### src/udp_regs_pkg.sv
`default_nettype none

package udp_regs_pkg;

    typedef logic [31:0] reg_data_t;
    typedef logic [5:0]  reg_addr_t;

    // Byte addresses of the configuration registers
    typedef enum reg_addr_t {
        REG_SENT_COUNT = 6'h00,  // Read only
        REG_TIMER      = 6'h04,  // Read only
        REG_DELAY      = 6'h08,
        REG_DST_MAC_LO = 6'h0C,  // Staged until the HI write
        REG_DST_MAC_HI = 6'h10,
        REG_SRC_IP     = 6'h14,
        REG_DST_IP     = 6'h18,
        REG_SRC_PORT   = 6'h1C,
        REG_DST_PORT   = 6'h20
    } reg_addr_e;

    // Reset defaults
    localparam reg_data_t   DEF_DELAY   = 32'd10_000_000;
    localparam logic [47:0] DEF_DST_MAC = 48'hFFFF_FFFF_FFFF;  // Broadcast
    localparam reg_data_t   DEF_SRC_IP  = 32'hC0A8_0463;        // 192.168.4.99
    localparam reg_data_t   DEF_DST_IP  = 32'hC0A8_0401;        // 192.168.4.1
    localparam logic [15:0] DEF_PORT    = 16'hEAE5;             // 60133

endpackage

`default_nettype wire

### src/udp_frame_pkg.sv
`default_nettype none

package udp_frame_pkg;

    // Frame geometry
    localparam int PAYLOAD_WORDS = 64;
    localparam int HDR_BYTES     = 42;
    localparam int FRAME_BYTES   = HDR_BYTES + 2 * PAYLOAD_WORDS;
    localparam int BEAT_BYTES    = 8;
    localparam int NUM_BEATS     = (FRAME_BYTES + BEAT_BYTES - 1) / BEAT_BYTES;

    // Bytes used in the final beat or zero when it is full
    localparam int LAST_BYTES = FRAME_BYTES % BEAT_BYTES;

    // Stream beat types
    typedef logic [63:0] axis_data_t;
    typedef logic [7:0]  axis_keep_t;
    typedef logic [4:0]  beat_idx_t;

    localparam axis_keep_t LAST_KEEP =
        (LAST_BYTES == 0) ? 8'hFF : 8'((1 << LAST_BYTES) - 1);

    // Header bytes with index 0 first on the wire
    typedef logic [0:HDR_BYTES-1][7:0] hdr_bytes_t;

    typedef logic [47:0] mac_t;
    typedef logic [31:0] ip_addr_t;
    typedef logic [15:0] udp_port_t;

    // Fixed header fields
    localparam mac_t        SRC_MAC       = 48'h001A_2B3C_4D5E;
    localparam logic [15:0] ETH_TYPE_IPV4 = 16'h0800;
    localparam logic [7:0]  IP_VER_IHL    = 8'h45;      // IPv4 with a five-word header
    localparam logic [15:0] IP_ID         = 16'd1;
    localparam logic [15:0] IP_FLAGS      = 16'h4000;   // Don't fragment
    localparam logic [7:0]  IP_TTL        = 8'd255;
    localparam logic [7:0]  IP_PROTO_UDP  = 8'd17;

    // Lengths follow from the payload size
    localparam logic [15:0] IP_TOTAL_LEN = 16'(28 + 2 * PAYLOAD_WORDS);
    localparam logic [15:0] UDP_LEN      = 16'(8 + 2 * PAYLOAD_WORDS);

    // Transmit FSM
    typedef enum logic {
        TX_IDLE,
        TX_SEND
    } tx_state_e;

endpackage

`default_nettype wire

### src/udp_cfg_regs.sv
`timescale 1ns/1ps
`default_nettype none

module udp_cfg_regs
    import udp_regs_pkg::*;
    import udp_frame_pkg::*;
(
    input  wire logic      m00_axis_aclk,
    input  wire logic      m00_axis_aresetn,
    // Write channel
    input  wire logic      wr_valid,
    input  wire reg_addr_t wr_addr,
    input  wire reg_data_t wr_data,
    output logic           wr_ready,
    // Read request and response
    input  wire logic      rd_valid,
    input  wire reg_addr_t rd_addr,
    output logic           rd_ready,
    output logic           rdata_valid,
    output reg_data_t      rdata,
    input  wire logic      rdata_ready,
    // Status from the transmitter
    input  wire reg_data_t sent_count,
    input  wire reg_data_t timer_count,
    // Configuration outputs
    output reg_data_t      pkt_delay,
    output mac_t           dst_mac,
    output ip_addr_t       src_ip,
    output ip_addr_t       dst_ip,
    output udp_port_t      src_port,
    output udp_port_t      dst_port
);

    logic [31:0] mac_lo_stage;  // Low four MAC bytes awaiting the HI write
    reg_data_t   rd_value;

    assign wr_ready = 1'b1;         // Writes always complete in one cycle
    assign rd_ready = ~rdata_valid; // One response outstanding at most

    always_ff @(posedge m00_axis_aclk or negedge m00_axis_aresetn) begin
        if (!m00_axis_aresetn) begin
            pkt_delay    <= DEF_DELAY;
            dst_mac      <= DEF_DST_MAC;
            mac_lo_stage <= DEF_DST_MAC[31:0];
            src_ip       <= DEF_SRC_IP;
            dst_ip       <= DEF_DST_IP;
            src_port     <= DEF_PORT;
            dst_port     <= DEF_PORT;
        end else if (wr_valid && wr_ready) begin
            case (reg_addr_e'(wr_addr))
                REG_DELAY:      pkt_delay    <= wr_data;
                REG_DST_MAC_LO: mac_lo_stage <= wr_data;
                REG_DST_MAC_HI: dst_mac      <= {wr_data[15:0], mac_lo_stage};
                REG_SRC_IP:     src_ip       <= wr_data;
                REG_DST_IP:     dst_ip       <= wr_data;
                REG_SRC_PORT:   src_port     <= wr_data[15:0];
                REG_DST_PORT:   dst_port     <= wr_data[15:0];
                default: ;      // Status registers ignore writes
            endcase
        end
    end

    // Read mux
    always_comb begin
        case (reg_addr_e'(rd_addr))
            REG_SENT_COUNT: rd_value = sent_count;
            REG_TIMER:      rd_value = timer_count;
            REG_DELAY:      rd_value = pkt_delay;
            REG_DST_MAC_LO: rd_value = dst_mac[31:0];       // Committed value
            REG_DST_MAC_HI: rd_value = {16'h0000, dst_mac[47:32]};
            REG_SRC_IP:     rd_value = src_ip;
            REG_DST_IP:     rd_value = dst_ip;
            REG_SRC_PORT:   rd_value = {16'h0000, src_port};
            REG_DST_PORT:   rd_value = {16'h0000, dst_port};
            default:        rd_value = '0;
        endcase
    end

    always_ff @(posedge m00_axis_aclk or negedge m00_axis_aresetn) begin
        if (!m00_axis_aresetn) begin
            rdata_valid <= 1'b0;
        end else if (rd_valid && rd_ready) begin
            rdata_valid <= 1'b1;
        end else if (rdata_ready) begin
            rdata_valid <= 1'b0;  // Response taken
        end
    end

    // Response data held until accepted
    always_ff @(posedge m00_axis_aclk) begin
        if (rd_valid && rd_ready) begin
            rdata <= rd_value;
        end
    end

endmodule

`default_nettype wire

### src/udp_header_gen.sv
`timescale 1ns/1ps
`default_nettype none

module udp_header_gen
    import udp_frame_pkg::*;
(
    input  wire logic      m00_axis_aclk,
    input  wire logic      m00_axis_aresetn,
    input  wire logic      frame_start,
    input  wire mac_t      dst_mac,
    input  wire ip_addr_t  src_ip,
    input  wire ip_addr_t  dst_ip,
    input  wire udp_port_t src_port,
    input  wire udp_port_t dst_port,
    output hdr_bytes_t     hdr
);

    logic [15:0] ip_csum;
    hdr_bytes_t  hdr_next;

    // Ones'-complement sum over the IPv4 header with the checksum word zero
    function automatic logic [15:0] ip_checksum(input ip_addr_t sip, input ip_addr_t dip);
        logic [19:0] sum;
        sum = 20'({IP_VER_IHL, 8'h00})
            + 20'(IP_TOTAL_LEN)
            + 20'(IP_ID)
            + 20'(IP_FLAGS)
            + 20'({IP_TTL, IP_PROTO_UDP})
            + 20'(sip[31:16]) + 20'(sip[15:0])
            + 20'(dip[31:16]) + 20'(dip[15:0]);
        // Two folds clear every carry of a ten-word sum
        for (int i = 0; i < 2; i++) begin
            sum = 20'(sum[15:0]) + 20'(sum[19:16]);
        end
        return ~sum[15:0];
    endfunction

    always_comb begin
        ip_csum  = ip_checksum(src_ip, dst_ip);
        hdr_next = {
            dst_mac, SRC_MAC, ETH_TYPE_IPV4,                  // Ethernet
            IP_VER_IHL, 8'h00, IP_TOTAL_LEN,                  // IPv4
            IP_ID, IP_FLAGS,
            IP_TTL, IP_PROTO_UDP, ip_csum,
            src_ip, dst_ip,
            src_port, dst_port, UDP_LEN, 16'h0000             // UDP without checksum
        };
    end

    // Snapshot at frame start so register writes never tear a frame
    always_ff @(posedge m00_axis_aclk or negedge m00_axis_aresetn) begin
        if (!m00_axis_aresetn) begin
            hdr <= '0;
        end else if (frame_start) begin
            hdr <= hdr_next;
        end
    end

endmodule

`default_nettype wire

### src/frame_beat_gen.sv
`timescale 1ns/1ps
`default_nettype none

module frame_beat_gen
    import udp_frame_pkg::*;
(
    input  wire hdr_bytes_t hdr,
    input  wire beat_idx_t  beat_idx,
    output axis_data_t      beat_data,
    output axis_keep_t      beat_keep,
    output logic            beat_last
);

    // Byte k of the frame
    function automatic logic [7:0] frame_byte(input hdr_bytes_t h, input logic [7:0] k);
        logic [7:0]  p;
        logic [6:0]  j;
        logic [15:0] word;
        p = 8'(k - 8'(HDR_BYTES));  // Offset into payload
        j = p[7:1];
        if (j[0]) begin
            word = 16'(255 - 32'(j >> 1));  // Odd word counts down from 255
        end else begin
            word = 16'(j >> 1);
        end
        if (k < 8'(HDR_BYTES)) begin
            return h[k];
        end else if (k < 8'(FRAME_BYTES)) begin
            return p[0] ? word[15:8] : word[7:0];  // Low byte first
        end else begin
            return 8'h00;  // Past the end of the frame
        end
    endfunction

    always_comb begin
        for (int l = 0; l < BEAT_BYTES; l++) begin
            beat_data[l*8 +: 8] = frame_byte(hdr, {beat_idx, 3'(l)});
        end
    end

    assign beat_last = (beat_idx == beat_idx_t'(NUM_BEATS - 1));
    assign beat_keep = beat_last ? LAST_KEEP : '1;

endmodule

`default_nettype wire

### src/axis_frame_tx.sv
`timescale 1ns/1ps
`default_nettype none

module axis_frame_tx
    import udp_frame_pkg::*;
(
    input  wire logic        m00_axis_aclk,
    input  wire logic        m00_axis_aresetn,
    input  wire logic [31:0] pkt_delay,
    // Beat contents for the current index
    input  wire axis_data_t  beat_data,
    input  wire axis_keep_t  beat_keep,
    input  wire logic        beat_last,
    output logic             frame_start,
    output beat_idx_t        beat_idx,
    output logic [31:0]      sent_count,
    output logic [31:0]      timer_count,
    // AXI4-Stream master
    output logic             m00_axis_tvalid,
    output axis_data_t       m00_axis_tdata,
    output axis_keep_t       m00_axis_tkeep,
    output logic             m00_axis_tlast,
    input  wire logic        m00_axis_tready
);

    tx_state_e state;
    logic      start_pend;  // Timer expired and frame not yet started
    logic      expire;
    logic      beat_ack;

    assign expire      = (pkt_delay != '0) && (timer_count == pkt_delay);
    assign frame_start = start_pend && (state == TX_IDLE);
    assign beat_ack    = m00_axis_tvalid && m00_axis_tready;

    // Interval timer
    always_ff @(posedge m00_axis_aclk or negedge m00_axis_aresetn) begin
        if (!m00_axis_aresetn) begin
            timer_count <= '0;
            start_pend  <= 1'b0;
        end else begin
            timer_count <= expire ? '0 : timer_count + 32'd1;
            start_pend  <= expire || (start_pend && !frame_start);
        end
    end

    // Transmit FSM and beat counter
    always_ff @(posedge m00_axis_aclk or negedge m00_axis_aresetn) begin
        if (!m00_axis_aresetn) begin
            state      <= TX_IDLE;
            beat_idx   <= '0;
            sent_count <= '0;
        end else begin
            case (state)
                TX_IDLE: begin
                    if (frame_start) begin
                        state    <= TX_SEND;
                        beat_idx <= '0;
                    end
                end
                TX_SEND: begin
                    if (beat_ack) begin
                        if (beat_idx == '0) begin
                            sent_count <= sent_count + 32'd1;  // Counted on the first beat
                        end
                        if (beat_last) begin
                            state    <= TX_IDLE;
                            beat_idx <= '0;
                        end else begin
                            beat_idx <= beat_idx + 1'b1;
                        end
                    end
                end
                default: state <= TX_IDLE;
            endcase
        end
    end

    // Index and header hold while stalled so the beat stays steady
    assign m00_axis_tvalid = (state == TX_SEND);
    assign m00_axis_tdata  = m00_axis_tvalid ? beat_data : '0;
    assign m00_axis_tkeep  = m00_axis_tvalid ? beat_keep : '0;
    assign m00_axis_tlast  = m00_axis_tvalid && beat_last;

endmodule

`default_nettype wire

### src/udp_stream_top.sv
`timescale 1ns/1ps
`default_nettype none

module udp_stream_top
    import udp_regs_pkg::*;
    import udp_frame_pkg::*;
(
    input  wire logic      m00_axis_aclk,
    input  wire logic      m00_axis_aresetn,
    // Configuration register port
    input  wire logic      wr_valid,
    input  wire reg_addr_t wr_addr,
    input  wire reg_data_t wr_data,
    output logic           wr_ready,
    input  wire logic      rd_valid,
    input  wire reg_addr_t rd_addr,
    output logic           rd_ready,
    output logic           rdata_valid,
    output reg_data_t      rdata,
    input  wire logic      rdata_ready,
    // AXI4-Stream master
    output logic           m00_axis_tvalid,
    output axis_data_t     m00_axis_tdata,
    output axis_keep_t     m00_axis_tkeep,
    output logic           m00_axis_tlast,
    input  wire logic      m00_axis_tready
);

    reg_data_t  pkt_delay;
    reg_data_t  sent_count;
    reg_data_t  timer_count;
    mac_t       dst_mac;
    ip_addr_t   src_ip;
    ip_addr_t   dst_ip;
    udp_port_t  src_port;
    udp_port_t  dst_port;
    logic       frame_start;
    hdr_bytes_t hdr;
    beat_idx_t  beat_idx;
    axis_data_t beat_data;
    axis_keep_t beat_keep;
    logic       beat_last;

    udp_cfg_regs u_cfg_regs (
        .m00_axis_aclk, .m00_axis_aresetn,
        .wr_valid, .wr_addr, .wr_data, .wr_ready,
        .rd_valid, .rd_addr, .rd_ready,
        .rdata_valid, .rdata, .rdata_ready,
        .sent_count, .timer_count,
        .pkt_delay, .dst_mac, .src_ip, .dst_ip, .src_port, .dst_port
    );

    udp_header_gen u_header_gen (
        .m00_axis_aclk, .m00_axis_aresetn, .frame_start,
        .dst_mac, .src_ip, .dst_ip, .src_port, .dst_port,
        .hdr
    );

    frame_beat_gen u_beat_gen (
        .hdr, .beat_idx, .beat_data, .beat_keep, .beat_last
    );

    axis_frame_tx u_frame_tx (
        .m00_axis_aclk, .m00_axis_aresetn, .pkt_delay,
        .beat_data, .beat_keep, .beat_last,
        .frame_start, .beat_idx, .sent_count, .timer_count,
        .m00_axis_tvalid, .m00_axis_tdata, .m00_axis_tkeep, .m00_axis_tlast,
        .m00_axis_tready
    );

endmodule

`default_nettype wire

### config.mk
export PLATFORM = sky130hd
export DESIGN_NAME = udp_stream_top
export DESIGN_NICKNAME = d
export VERILOG_FILES = /design/src/udp_regs_pkg.sv /design/src/udp_frame_pkg.sv /design/src/udp_cfg_regs.sv /design/src/udp_header_gen.sv /design/src/frame_beat_gen.sv /design/src/axis_frame_tx.sv /design/src/udp_stream_top.sv
export SDC_FILE = /design/constraint.sdc
export NUM_CORES = 1
export LEC_CHECK = 0
export ABC_AREA = 1
export BUFFER_PORTS_ARGS = -buffer_cell sky130_fd_sc_hd__buf_4
export CAP_MARGIN = 0
export CORE_MARGIN = 2
export CORE_UTILIZATION = 40
export CTS_CLUSTER_SIZE = 28
export DETAILED_ROUTE_END_ITERATION = 10
export HOLD_SLACK_MARGIN = 0.05
export PLACE_DENSITY = 0.64
export SLEW_MARGIN = 20
export SYNTH_ARGS = -nofsm -noshare
export SYNTH_HDL_FRONTEND = slang
export SYNTH_SLANG_ARGS = --single-unit
### constraint.sdc
create_clock -name m00_axis_aclk -period 11.7 [get_ports m00_axis_aclk]
set_clock_uncertainty 0.2 [all_clocks]
set_input_delay 2.34 -clock m00_axis_aclk [delete_from_list [all_inputs] [get_ports m00_axis_aclk]]
set_output_delay 2.34 -clock m00_axis_aclk [all_outputs]
set_load 0.1 [all_outputs]
* Yosys cells after proc, flatten, opt, wreduce, memory -nomap -nowiden
Index checks and enable logic that the tools add are counted.
Word-level totals: latch bits 0, output and inout port bits 109, memories 0, bits in registers 478, RAM bits 0, bits in read-only memories 0, logic and storage cells 211
Operators by class: add/sub/neg operators 25, $lt $le $gt $ge 24, reduce and logical (&&, ||, !) cells 21, bitwise logic cells 11, shifts and indexed selects 0, muxes and demuxes 71, equality and inequality tests 19, multipliers 0, divide/modulo/power cells 0
Operators with widths (number):
- 8-bit binary-select mux with 6-bit select | 8
- 8-bit 2-to-1 mux | 42
- 32-bit one-hot mux with 9 select lines | 1
- 16-bit 2-to-1 mux | 8
- 9-bit by 7-bit >= comparator with 1-bit output, second input constant | 8
- 8-bit inverter with 9-bit output | 8
- 8-bit by 6-bit subtractor with 9-bit output, first input constant | 8
- 32-bit by 1-bit adder with 32-bit output, second input constant | 2
- 8-bit by 6-bit less-than comparator with 1-bit output, second input constant | 8
- 8-bit less-than comparator, second input constant | 8
- 64-bit 2-to-1 mux | 1
- 8-bit by 6-bit subtractor with 8-bit output, second input constant | 8
- 20-bit by 16-bit adder with 20-bit output | 3
- 6-bit by 5-bit equality test with 1-bit output, second input constant | 8
- 32-bit equality test | 1
- 32-bit 2-to-1 mux | 1
- 32-bit nonzero test | 1
- 6-bit by 4-bit equality test with 1-bit output, second input constant | 4
- 17-bit by 16-bit adder with 18-bit output, first input constant | 1
- 16-bit by 4-bit adder with 17-bit output | 1
- 16-bit by 4-bit adder with 16-bit output | 1
- 16-bit inverter | 1
- 2-bit AND reduction | 8
- 5-bit 2-to-1 mux | 3
- other kinds (17) | 28

* Logic depth before layout (Yosys ltp)
depth in word-level cells 7, depth in mapped cells 50, depth with buffers taken out 50

* Hierarchy
Synthesis repeated with hierarchy kept, for this count alone.
Second synthesis, totals: cells, all modules 4306, area, all modules 30310.3 um^2
Modules (own cells, without submodules):
- udp_cfg_regs | cells each 1314, area each 11030.6 um^2, instances 1
- udp_header_gen | cells each 1214, area each 9968.3 um^2, instances 1
- axis_frame_tx | cells each 785, area each 5056.1 um^2, instances 1
- frame_beat_gen | cells each 993, area each 4255.3 um^2, instances 1

* Worst setup path after synthesis
OpenSTA, ideal clock, no wires.
path type register -> output, start point register u_frame_tx.state, in the netlist u_frame_tx.m00_axis_tvalid, end point output port m00_axis_tdata[24], arrival time 6.777 ns, required time 9.160 ns, path buffers 0, cell stages (with the launch flop) 7, slack 2.383 ns, cell sequence dfrtp_1 > clkinv_1 > nor2_1 > inv_1 > nor2_2 > inv_1 > a2111oi_0
On the way: cells in the longest elaborated chain, start to end 1
Ends and longest elaborated chain:
- start: declaration | RTL line axis_frame_tx.sv:26 | tx_state_e state;
- start signal: assignment | RTL line axis_frame_tx.sv:49 | state <= TX_IDLE;
- start signal: assignment | RTL line axis_frame_tx.sv:56 | state <= TX_SEND;
- start signal: assignment | RTL line axis_frame_tx.sv:66 | state <= TX_IDLE;
- 64-bit 2-to-1 mux | RTL line axis_frame_tx.sv:80 | assign m00_axis_tdata = m00_axis_tvalid ? beat_data : '0;
- end: declaration | RTL line udp_stream_top.sv:23 | output axis_data_t m00_axis_tdata,
No other way between the ends.

* Worst setup path after layout
start point register u_cfg_regs.src_ip[17], end point register u_header_gen.hdr[143] (netlist name)
On the way: cells in the longest elaborated chain, start to end 7
Ends and longest elaborated chain:
- start: declaration | RTL line udp_cfg_regs.sv:28 | output ip_addr_t src_ip,
- start signal: assignment | RTL line udp_cfg_regs.sv:54 | REG_SRC_IP: src_ip <= wr_data;
- 17-bit by 16-bit adder with 18-bit output | RTL line udp_header_gen.sv:29 | + 20'(sip[31:16]) + 20'(sip[15:0])
- 20-bit by 16-bit adder with 20-bit output | RTL line udp_header_gen.sv:29
- 20-bit by 16-bit adder with 20-bit output (2 in a row) | RTL line udp_header_gen.sv:30 | + 20'(dip[31:16]) + 20'(dip[15:0]);
- 16-bit by 4-bit adder with 17-bit output | RTL line udp_header_gen.sv:33 | sum = 20'(sum[15:0]) + 20'(sum[19:16]);
- 16-bit by 4-bit adder with 16-bit output | RTL line udp_header_gen.sv:33
- 16-bit inverter | RTL line udp_header_gen.sv:35 | return ~sum[15:0];
- end signal: assignment | RTL line udp_header_gen.sv:55 | hdr <= hdr_next;
- end: declaration | RTL line udp_header_gen.sv:15 | output hdr_bytes_t hdr
No other way between the ends. A chain may end at the register's enable or synchronous reset.

==> flow_summary.json <==
{
  "outcome": "completed",
  "syn-instance-count": 3031,
  "post_synth_num_cell_types": 63,
  "drt-total-wl_mm": 89.9,
  "timing.reg2reg.worst_path_depth": 49,
  "antenna_violating_nets_post_route": 0,
  "timing.final.max_slew_violations": 0,
  "postSynth.asyncResetShare": 0.932,
  "chipWidth_um": 253,
  "track_usage": 0.281,
  "setup_ws_ns": 3.85,
  "gp_routability_congestion": 0.965,
  "dr.first_iter.drc_count": 2487,
  "io_buffers": 157,
  "placeableCoreArea_um2": 61500,
  "io_pins": 159,
  "synth.net_count": 3147,
  "post_drt_wl_per_cell_um": 22.7,
  "cpMaxStageDelayCell": "sky130_fd_sc_hd__fa_1",
  "synthesis.yosys.warnings": 0,
  "timing.critical_path.from": "u_cfg_regs.src_ip[17]",
  "finalHoldViolCount": 0,
  "initial_core_utilization": 0.403,
  "yosys-mux-area-fraction": 0.000454,
  "overflow_left_after_global_routing": 0,
  "hold_class": "reg -> reg",
  "die_height_um": 253,
  "seq_area_frac_synth": 0.490,
  "delay_of_the_slowest_cell_on_the_worst_path_ns": 0.50,
  "clkTransAtPathRegs_ns": 0.06,
  "grt_setup_unrepaired": "no",
  "ir_worst_vdd_v": 0.000177,
  "worst_pin_slew_ns": 1.11,
  "worst_path_most_repeated_cell": "sky130_fd_sc_hd__nand2_1",
  "category_of_the_most_critical_setup_path": "reg -> reg",
  "signed_area_change_from_the_synthesized_netlist_to_the_final_layout_pct": 14.8,
  "remaining_drc_errors": 0,
  "post_synth_xor_area_fraction": 0.0283,
  "drt_pass1_iterations": 6,
  "root_buffer": "sky130_fd_sc_hd__clkbuf_16",
  "viasPerCell": 5.52,
  "fillers": 6046,
  "dp_hpwl_mm": 66.9,
  "grt_first_pass_wirelength_mm": 133,
  "synth_compound_area_frac": 0.157,
  "ys_dominant_reg_cell": "sky130_fd_sc_hd__dfrtp_1",
  "syn_area_um2": 24800,
  "maxCapViolCount": 0,
  "cp-endpoint": "u_header_gen.hdr[143]",
  "core.rowCount": 91,
  "synth_simple_gate_area_share": 0.194,
  "post_cts_resize_count": 0,
  "layout_worst_path_cycle_share": 0.671,
  "cts_tree": "done",
  "h-tree-depth": 2,
  "area.sequential_um2": 12200,
  "setup.worst_path.end_class": "register",
  "clock_sinks": 473,
  "cts.path.max_buffers": 3,
  "post_cts.repair.setup_buffers": 0,
  "total_leakage_power_nw": 13.5,
  "fin_nets": 3250,
  "max_freq_mhz": 127,
  "critPathMaxFanout": 5,
  "period_minus_slack_ns": 7.85,
  "final_report_setup_violation_count": 0,
  "worstPathArrival_ns": 8.15,
  "first_global_vias": 20000,
  "antenna_cells": 0,
  "regToRegStartpoint": "u_cfg_regs.src_ip[17]",
  "postCtsHoldBufs": 0,
  "timing.max_slew.rel_slack": 0.259,
  "drive_above_1_share": 0.141,
  "fin_tns_setup_ns": 0,
  "grt_antenna_before_repair": 2,
  "combinational_family_with_the_most_area_after_synthesis": "simple AND/OR/NAND/NOR gates",
  "startpoint_type": "register",
  "synth_enable_flop_cells": 32,
  "synth-adder-area-share": 0.0433,
  "dieArea_um2": 64000,
  "detailroute.via_count": 21900,
  "synth-seq-cells": 473,
  "placement.setup.worst_slack_ns": 3.89,
  "r2r-end": "u_header_gen.hdr[143]",
  "required_ns": 11.99,
  "post_synth.cell_area_avg_um2": 8.18,
  "r2r_slack_ns": 3.85,
  "grt_start_max_net_pins": 200,
  "clk_latency_ns": 0.62,
  "power_density_nw_per_um2": 285,
  "multiInputGateArea_um2": 10500,
  "cts-buffers-inserted": 51
}
[cell usage in the layout (no fill, tap or decap), drive strengths merged, types with 5 or more instances in the layout]
cell type  netlist  routed
xnor2           22      22
o211ai          11      11
clkbuf         114      71
a21oi          117     117
a221oi          17      17
ha              33      33
nor3            40      40
a22oi            9       9
a211oi           9       9
a31oi            8       8
fa              33      33
inv            419     423
xor2            58      58
dfstp          125     125
o22ai           56      56
buf             20     184
nor4            26      26
a22o             5       5
o21ai          450     450
edfxtp          32      32
nor2           222     222
nand3           99      99
clkinv           8      23
nand2          717     717
nand4           17      17
o2111ai         16      16
dfrtp          316     316
bufinv           0       5
[power by group]
part | switching, mW | internal (mW) | total (mW)
sequential | 0.314 | 2.06 | 2.37
combinational | 2.95 | 1.09 | 4.04
clock | 0.717 | 0.982 | 1.70
[cells in the mapped netlist, types with 3 or more instances]
cell | instances | area, um^2
sky130_fd_sc_hd__nor3_1 | 35 | 175
sky130_fd_sc_hd__inv_1 | 413 | 1550
sky130_fd_sc_hd__a211oi_1 | 9 | 67.6
sky130_fd_sc_hd__dfstp_2 | 125 | 3280
sky130_fd_sc_hd__inv_2 | 6 | 22.5
sky130_fd_sc_hd__dfrtp_1 | 316 | 7910
sky130_fd_sc_hd__nand4_1 | 16 | 100
sky130_fd_sc_hd__nor2_4 | 3 | 33.8
sky130_fd_sc_hd__nor3_2 | 3 | 30.0
sky130_fd_sc_hd__nand2_1 | 712 | 2670
sky130_fd_sc_hd__nand3_1 | 93 | 465
sky130_fd_sc_hd__buf_2 | 4 | 20.0
sky130_fd_sc_hd__nand3b_1 | 4 | 30.0
sky130_fd_sc_hd__a221oi_1 | 17 | 149
sky130_fd_sc_hd__xnor2_1 | 22 | 193
sky130_fd_sc_hd__ha_1 | 33 | 413
sky130_fd_sc_hd__o211ai_1 | 11 | 82.6
sky130_fd_sc_hd__edfxtp_1 | 32 | 961
sky130_fd_sc_hd__buf_1 | 7 | 26.3
sky130_fd_sc_hd__clkinv_1 | 7 | 26.3
sky130_fd_sc_hd__fa_1 | 33 | 661
sky130_fd_sc_hd__buf_4 | 9 | 67.6
sky130_fd_sc_hd__nand3_2 | 4 | 40.0
sky130_fd_sc_hd__a22o_1 | 5 | 43.8
sky130_fd_sc_hd__o21ai_0 | 445 | 2230
sky130_fd_sc_hd__nor3b_1 | 3 | 22.5
sky130_fd_sc_hd__a21oi_1 | 117 | 586
sky130_fd_sc_hd__o22ai_1 | 56 | 350
sky130_fd_sc_hd__a22oi_1 | 9 | 67.6
sky130_fd_sc_hd__xor2_1 | 58 | 508
sky130_fd_sc_hd__nor4_1 | 24 | 150
sky130_fd_sc_hd__a31oi_1 | 8 | 50.1
sky130_fd_sc_hd__o21ai_1 | 5 | 25.0
sky130_fd_sc_hd__clkbuf_1 | 114 | 428
sky130_fd_sc_hd__nor2_1 | 207 | 777
sky130_fd_sc_hd__nor2_2 | 11 | 68.8
sky130_fd_sc_hd__nand2_2 | 4 | 25.0
sky130_fd_sc_hd__o21bai_1 | 4 | 30.0
sky130_fd_sc_hd__o2111ai_1 | 16 | 140
[worst min-delay path by stage]
stage | start | endpoint | slack [ns] | depth (start not counted)
finish | u_frame_tx.sent_count[21] | u_frame_tx.sent_count[21] | 0.27 | 1
global route | u_header_gen.hdr[78] | u_header_gen.hdr[78] | 0.30 | 2
CTS | u_frame_tx.sent_count[21] | u_frame_tx.sent_count[21] | 0.27 | 1
detailed placement | u_frame_tx.sent_count[21] | u_frame_tx.sent_count[21] | 0.26 | 1
global placement | u_frame_tx.sent_count[21] | u_frame_tx.sent_count[21] | 0.26 | 1
floorplan | u_frame_tx.sent_count[21] | u_frame_tx.sent_count[21] | 0.24 | 1
[critical path: cells and delay by family (launching register included)]
family / cells / cell delay (ns)
AO/OA/AOI/OAI: 3 / 0.62
XOR/XNOR: 2 / 0.32
adder cells (fa/ha/maj): 7 / 2.27
buffers and inverters: 7 / 0.45
flip-flops: 1 / 0.40
AND/OR/NAND/NOR: 30 / 3.45
[through the flow]
| step | utilization | cells | total power, mW | hold WS [ns] | area (um^2) |
|---|---|---|---|---|---|
| floorplan | - | 3031 | 5.23 | 0.242 | 24800 |
| finish | 0.463 | 3967 | 8.11 | 0.273 | 28500 |
| global placement | 0.434 | 3871 | 6.37 | 0.256 | 26700 |
| global route | 0.463 | 3967 | 8.66 | 0.300 | 28500 |
| detailed placement | 0.434 | 3871 | 6.38 | 0.261 | 26700 |
| CTS | 0.463 | 3967 | 8.09 | 0.272 | 28400 |
[per-layer routing]
metal | share of wire | up-vias | routed length [um] | global-route usage
met5 | 0.00023 | - | 21 | 0
met4 | 0.050 | 4 | 4510 | 0.123
met3 | 0.091 | 190 | 8160 | 0.0543
met2 | 0.43 | 1098 | 38900 | 0.418
met1 | 0.43 | 10500 | 38300 | 0.400
li1 | - | 10100 | - | -
[kinds of logic (layout without fill, tap and decap cells)]
group,count (synthesis),after routing
AOI/OAI and AO/OA,711,711
xor gates and xnor gates,80,80
adders and majority gates,66,66
buffers and inverters,561,707
DFF,473,473
muxes,1,1
other,1,1
and+or+nand+nor,1138,1138
[registers in the layout (all words and copies together), names as in the netlist]
register,flops
u_header_gen.hdr,161
u_cfg_regs.dst_mac,48
u_cfg_regs.dst_ip,32
u_cfg_regs.mac_lo_stage,32
u_cfg_regs.pkt_delay,32
u_cfg_regs.rdata,32
u_cfg_regs.src_ip,32
u_frame_tx.sent_count,32
u_frame_tx.timer_count,32
u_cfg_regs.dst_port,16
u_cfg_regs.src_port,16
u_frame_tx.beat_idx,5
u_cfg_regs.rdata_valid,1
u_frame_tx.m00_axis_tvalid,1
u_frame_tx.start_pend,1
[final cells by class]
class                      count  area share
clock inverter                25      0.0109
inverter                     427      0.0566
tap                          790      0.0347
sequential                   473       0.427
multi-input combinational   1997       0.371
timing repair buffer         184      0.0494
clock buffer                  71      0.0507
No activity file was read; power rests on OpenSTA's default activity.
